$ cat src/source/fetch_pkg.sv
package fetch_pkg;

  localparam int ADDR_BITS = 32;
  typedef logic [ADDR_BITS-1:0] addr_t;

  // fetch block geometry
  localparam int FETCH_BYTES = 16;
  localparam int BLOCK_LSB = 4;

  localparam int GHIST_BITS = 8;
  typedef logic [GHIST_BITS-1:0] ghist_t;

  // every direction table is indexed by 8 bits
  localparam int PRED_IDX_BITS = 8;

  // bit 0 is slot 0 taken, bit 1 is slot 1 taken
  typedef logic [1:0] pred_ctr_t;

  // address bits above the block offset and a 6-bit buffer index
  localparam int TB_TAG_BITS = ADDR_BITS - BLOCK_LSB - 6;

  typedef struct packed {
    logic                   valid;
    logic [TB_TAG_BITS-1:0] tag;
    addr_t                  target;
  } target_entry_t;

  typedef struct packed {
    addr_t      ip;
    ghist_t     ghist;     // history used for the prediction
    logic [1:0] pred_slot; // one-hot taken slot, 0 = fall-through
  } fetch_req_t;

  typedef struct packed {
    logic   valid;
    logic   slot;
    logic   taken;
    logic   mispredict;
    addr_t  src_ip;   // block holding the branch
    addr_t  target;   // resolved target
    ghist_t ghist;    // history at prediction
  } retire_upd_t;

endpackage

$ cat src/source/next_ip_gen.sv
`timescale 1ns/1ns

module next_ip_gen import fetch_pkg::*; #(
  parameter addr_t INIT_IP = 32'h0000_1000
) (
  input  logic        clk,
  input  logic        rst,
  input  logic [1:0]  pred_dir,
  input  logic [1:0]  slot_hit,
  input  addr_t [1:0] slot_target,
  input  retire_upd_t retire,
  output fetch_req_t  fetch,
  output logic        fetch_valid,
  input  logic        fetch_ready,
  output addr_t       ip,
  output ghist_t      ghist,
  output logic        alias_error
);

  // slot 0 taken adds 1, slot 1 taken adds 0 then 1, fall-through adds 00
  function automatic ghist_t next_hist(input ghist_t h, input logic taken, input logic slot);
    ghist_t res;
    if (taken && !slot) begin
      res = {h[GHIST_BITS-2:0], 1'b1};
    end else if (taken) begin
      res = {h[GHIST_BITS-3:0], 2'b01};
    end else begin
      res = {h[GHIST_BITS-3:0], 2'b00};
    end
    return res;
  endfunction

  addr_t      ip_q;
  addr_t      ip_next;
  ghist_t     ghist_q;
  ghist_t     ghist_next;
  logic       valid_q;
  logic       alias_q;
  logic       accept;
  logic       redirect;
  logic       alias_hit;
  logic [1:0] take;

  assign accept = valid_q & fetch_ready;
  assign redirect = retire.valid & retire.mispredict; // beats an accepted block

  assign take[0] = pred_dir[0] & slot_hit[0];
  assign take[1] = ~take[0] & pred_dir[1] & slot_hit[1];

  assign alias_hit = accept & ~redirect &
                     ((pred_dir[0] & ~slot_hit[0]) | (~take[0] & pred_dir[1] & ~slot_hit[1]));

  always_comb begin
    ip_next = ip_q;
    ghist_next = ghist_q;
    if (redirect) begin
      ghist_next = next_hist(retire.ghist, retire.taken, retire.slot);
      if (retire.taken) begin
        ip_next = {retire.target[ADDR_BITS-1:BLOCK_LSB], {BLOCK_LSB{1'b0}}};
      end else begin
        ip_next = {retire.src_ip[ADDR_BITS-1:BLOCK_LSB], {BLOCK_LSB{1'b0}}}
                  + addr_t'(FETCH_BYTES);
      end
    end else if (accept) begin
      ghist_next = next_hist(ghist_q, |take, take[1]);
      if (take[0]) begin
        ip_next = slot_target[0];
      end else if (take[1]) begin
        ip_next = slot_target[1];
      end else begin
        ip_next = ip_q + addr_t'(FETCH_BYTES);
      end
    end
  end

  always_ff @(posedge clk) begin
    if (rst) begin
      ip_q    <= INIT_IP;
      ghist_q <= '0;
      valid_q <= 1'b0;
      alias_q <= 1'b0;
    end else begin
      ip_q    <= ip_next;
      ghist_q <= ghist_next;
      valid_q <= 1'b1;
      if (alias_hit) alias_q <= 1'b1; // sticky
    end
  end

  assign fetch = '{ip: ip_q, ghist: ghist_q, pred_slot: take};
  assign fetch_valid = valid_q;
  assign ip = ip_q;
  assign ghist = ghist_q;
  assign alias_error = alias_q;

endmodule

$ cat config.mk
export PLATFORM = sky130hd
export DESIGN_NAME = next_ip_gen
export DESIGN_NICKNAME = d
export VERILOG_FILES = /design/src/source/fetch_pkg.sv /design/src/source/next_ip_gen.sv
export SDC_FILE = /design/constraint.sdc
export NUM_CORES = 1
export LEC_CHECK = 0
export ABC_AREA = 1
export BUFFER_PORTS_ARGS = -buffer_cell sky130_fd_sc_hd__buf_2
export CORE_UTILIZATION = 40
export DETAILED_ROUTE_END_ITERATION = 12
export HOLD_SLACK_MARGIN = 0.02
export MAX_ROUTING_LAYER = met4
export PLACE_DENSITY = 0.75
export RECOVER_POWER = 25
export SYNTH_ARGS = -nofsm -noshare
export SYNTH_HDL_FRONTEND = slang
export SYNTH_SLANG_ARGS = --single-unit
$ cat constraint.sdc
create_clock -name clk -period 1.75 [get_ports clk]
set_input_delay 0 -clock clk [delete_from_list [all_inputs] [get_ports clk]]
set_output_delay 0 -clock clk [all_outputs]
set_load 0.02 [all_outputs]
==> metrics.md <==
| Metric | Value |
|---|---|
| Top cell type by total area after synthesis | nand2_1 |
| CTS sink cnt | 42 |
| Max VDD drop | roughly 420 uV |
| Worst Tran Pin Value | 0.5831 ns |
| Seq cells post-synth | 42 |
| Endpoint class of the critical path | flop |
| Clk pin slew, worst setup/hold paths | about 0.070 ns |
| Reg2reg setup slack | around 0.16 ns |
| Adder-Cell Fraction of Synth Area | less than 1% |
| Worst path bufs/invs | 2 |
| Die Y-Extent | 110.3 um |
| Cell mode on critical path | nand3_1 |
| Layout filler cell count | roughly 1300 |
| Number of global-route vias before repair | roughly 5000 |
| Synth Area in Compound Gates | 13.74% |
| CORE AREA | between 10000 and 15000 um2 |
| Leak | 2.975 nW |
| Slew margin rel. | between 60 and 70% |
| Dominant cell by count in the synthesized netlist | nand2_1 |
| Final Max Slew Viols | 0 |
| Max Fclk | 0.6279 GHz |
| Warnings from Yosys | 0 |
| DR vias | 5997 |
| Post-Synth Simple-Gate Area | a little under 50% |
| Final #Nets | around 1200 |
| Startpoint types | flop |
| Synth unique cells | 37 |
| Hold depth | 3 |
| Critical-path cell list | ha_2 > nand3_1 > nor2_2 > inv_1 > o21ai_0 > nand3_1 > nand2_1 > nand3_1 > nand2_1 > inv_1 |
| Type of the worst setup path | flop to flop |
| Total Routing Usage GR | about 28% |
| Setup ws final | ~0.16 ns |
| Largest net degree at the start of global routing | 47 |
| Count of final hold-check violations | 0 |
| Detailed Place HPWL | between 10000 and 15000 um |
| CTS tree | done |
| Setup TNS Final | 0 ns |
| Synth async-reset ratio | 0% |
| Synth Area in XOR/XNOR | 1.681% |
| Slowest cell on crit path | dfxtp_4 |
| DR iter-0 viols | between 400 and 500 |
| Initial Util | between 40 and 50% |
| Via density | 5.044 |
| Status | finished, final reports clean |
| Number of synthesized flops with an enable pin | 0 |
| Post-Place Setup Slack | 0.09368 ns |
| H-tree depth | 2 |
| Fin crit share | approximately nine tenths |
| Post-Syn Area per Cell | about 5.5 um2 |
| DRT Wirelength | roughly 17000 um |
| Worst skew pair latency | a little under 0.3 ns |
| Req. time, crit path | between 1.5 and 2 ns |
| Die area | 12160 um2 |
| Top cell type's share of synthesized area | 18.81% |
| Critical R2R Capture | ip[18] |
| Share of cells above drive strength 1 | 26.85% |
| Synth Cell Area | about 4700 um2 |
| First-pass GRT wire length | 25050 um |
| Syn-to-layout area delta | 26.52% |
| Largest family of logic cells by synthesized area | simple AND/OR/NAND/NOR gates |
| Total grt overflow | 0 |
| Largest cells by area after synthesis | nand2_1 (19%), dfxtp_1 (18%), nor2_1 (12%), nand3_1 (9.4%), inv_1 (7.0%) |
| Setup violators final | 0 |
| Root buf cell | clkbuf_16 |
| Seq/Total Area, Yosys | around 18% |
| Min-Delay Path Class | input port to flop |
| Initial antenna violation count | 2 |
| Power Dens Cells | approximately 530 nW/um2 |
| Ports | roughly 230 |
| WP data arrival | approximately 1.8 ns |
| GPL Wtd Cong | a little under 1 |
| Mux cell area share after synthesis | 0% |
| Port bufs | around 220 |
| Post-Syn Nets | approximately 1000 |
| Reg-to-reg critical path startpoint | ip[4] |
| Synth top cells by count | nand2_1 (235), nor2_1 (155), nand3_1 (88) |
| FF-to-FF path depth | 10 |
| Cell family with most CP delay | simple AND/OR/NAND/NOR gates |
| Critical Path Fanout Max | 6 |
| DRC | 0 |
| Hold path startpoint | slot_target[44] |
| Total of max-cap violations | 0 |
| Clock Tree Buf Depth | 2 |
| RSZ-0062 raised after global routing | false |
| TritonRoute pass-1 iters | 5 |
| Die W | about 110 um |
| Final Total Pwr | about 3.2 mW |
| Worst path max stage delay | between 0.3 and 0.4 ns |
| Clock skew | between 0.009 and 0.01 ns |
| Num CTS Buffers | 5 |
| Crit path time final | 1.593 ns |
| Final ANT Viol Nets | 0 |
| Hold EP | ip[12] |
| Rows | 39 |
| Top FF cell, synth | dfxtp_1 |
| Cells after Synth | 854 |
| Routed len/inst | between 10 and 15 um |
[layer usage]
layer,routed length (um),vias to the layer above,track usage [%]
li1,-,3071,-
met1,7619,2638,38.33
met2,7652,266,43.03
met3,1275,22,3.057
met4,217,0,5.263
met5,0,-,-
[cell usage in the layout, fill, tap and decap left out, types with 3 or more instances in the layout]
master	synthesis	layout
nor2_2	16	17
dfxtp_1	42	36
nor2_1	155	155
a22o_1	4	4
inv_2	6	6
o21ai_1	4	4
xnor2_1	8	8
o21ai_0	36	36
a21oi_1	15	15
a22oi_1	23	23
nand2_1	235	235
nand3b_1	3	3
nand2_2	13	13
clkbuf_1	8	29
or2_0	4	4
buf_12	0	3
dlygate4sd3_1	0	3
nand3_1	88	88
o211ai_1	11	11
inv_1	87	87
nand4_1	7	7
o2111ai_1	3	3
buf_2	18	192
diode_2	0	3
dfxtp_2	0	4
buf_4	40	22
nor2_4	8	7
clkbuf_16	0	5
[sequential cells by signal (all words and copies together), names as in the netlist]
signal / count
ghist: 8
ip: 32
fetch_valid: 1
alias_error: 1
[cells by family after synthesis]
family / count (synthesis)
DFF: 42
adders and majority gates: 2
buffers and inverters: 162
xor gates and xnor gates: 9
AOI/OAI and AO/OA: 103
and+or+nand+nor: 536
[worst max path at each step]
| stage | startpoint | endpoint | slack [ns] | depth (start not counted) |
|---|---|---|---|---|
| 2_1_floorplan | ip[5] | ip[30] | 0.13 | 12 |
| 3_5_place_dp | ip[4] | ip[30] | 0.09 | 12 |
| 4_1_cts | ip[4] | ip[30] | 0.07 | 12 |
| 5_1_grt | ip[4] | ip[30] | 0.005 | 12 |
| 3_3_place_gp | ip[4] | ip[30] | 0.12 | 12 |
| 6_report | ip[4] | ip[18] | 0.16 | 10 |
[worst min-delay path: stages]
cell and delay (ns):
buf_2 0.08, o211ai_1 0.09, o211ai_1 0.10
[cell type report]
class / count / area, um2 / area share, %
antenna: 3 / 7.507 / 0.1265
clock buffer: 5 / 125.1 / 2.109
clock inverter: 3 / 25.02 / 0.4218
inverter: 94 / 355.3 / 5.989
multi-input combinational: 650 / 3063 / 51.62
sequential: 42 / 853.3 / 14.38
tap: 143 / 178.9 / 3.016
timing repair buffer: 249 / 1325 / 22.33
[per-stage QoR]
stage | hold WS [ns] | std cells | utilization [%] | instance area [um2]
finish | 0.02562 | 1189 | 51.96 | 5933
global route | 0.02980 | 1188 | 51.94 | 5931
CTS | 0.02268 | 1185 | 52.06 | 5944
detailed placement | 0.2867 | 1174 | 50.48 | 5764
global placement | 0.2813 | 1174 | 50.48 | 5764
floorplan | 0.1250 | 854 | - | 4690
[report_power, final]
part	internal (mW)	total [mW]	leakage [nW]	switching (mW)
Combinational	0.417	1.08	2.56	0.666
Sequential	1.02	1.11	0.347	0.0946
Clock	0.537	0.972	0.0704	0.435
[timing repair]
action / 4_1_cts / 5_1_grt
buffers inserted: 0 / 1
setup endpoints to repair: 0 / 15
endpoints found under the hold margin: 3 / 0
gates resized for setup: 0 / 10
hold buffers: 3 / 0
Note: power is estimated with default switching activity, not from simulation.
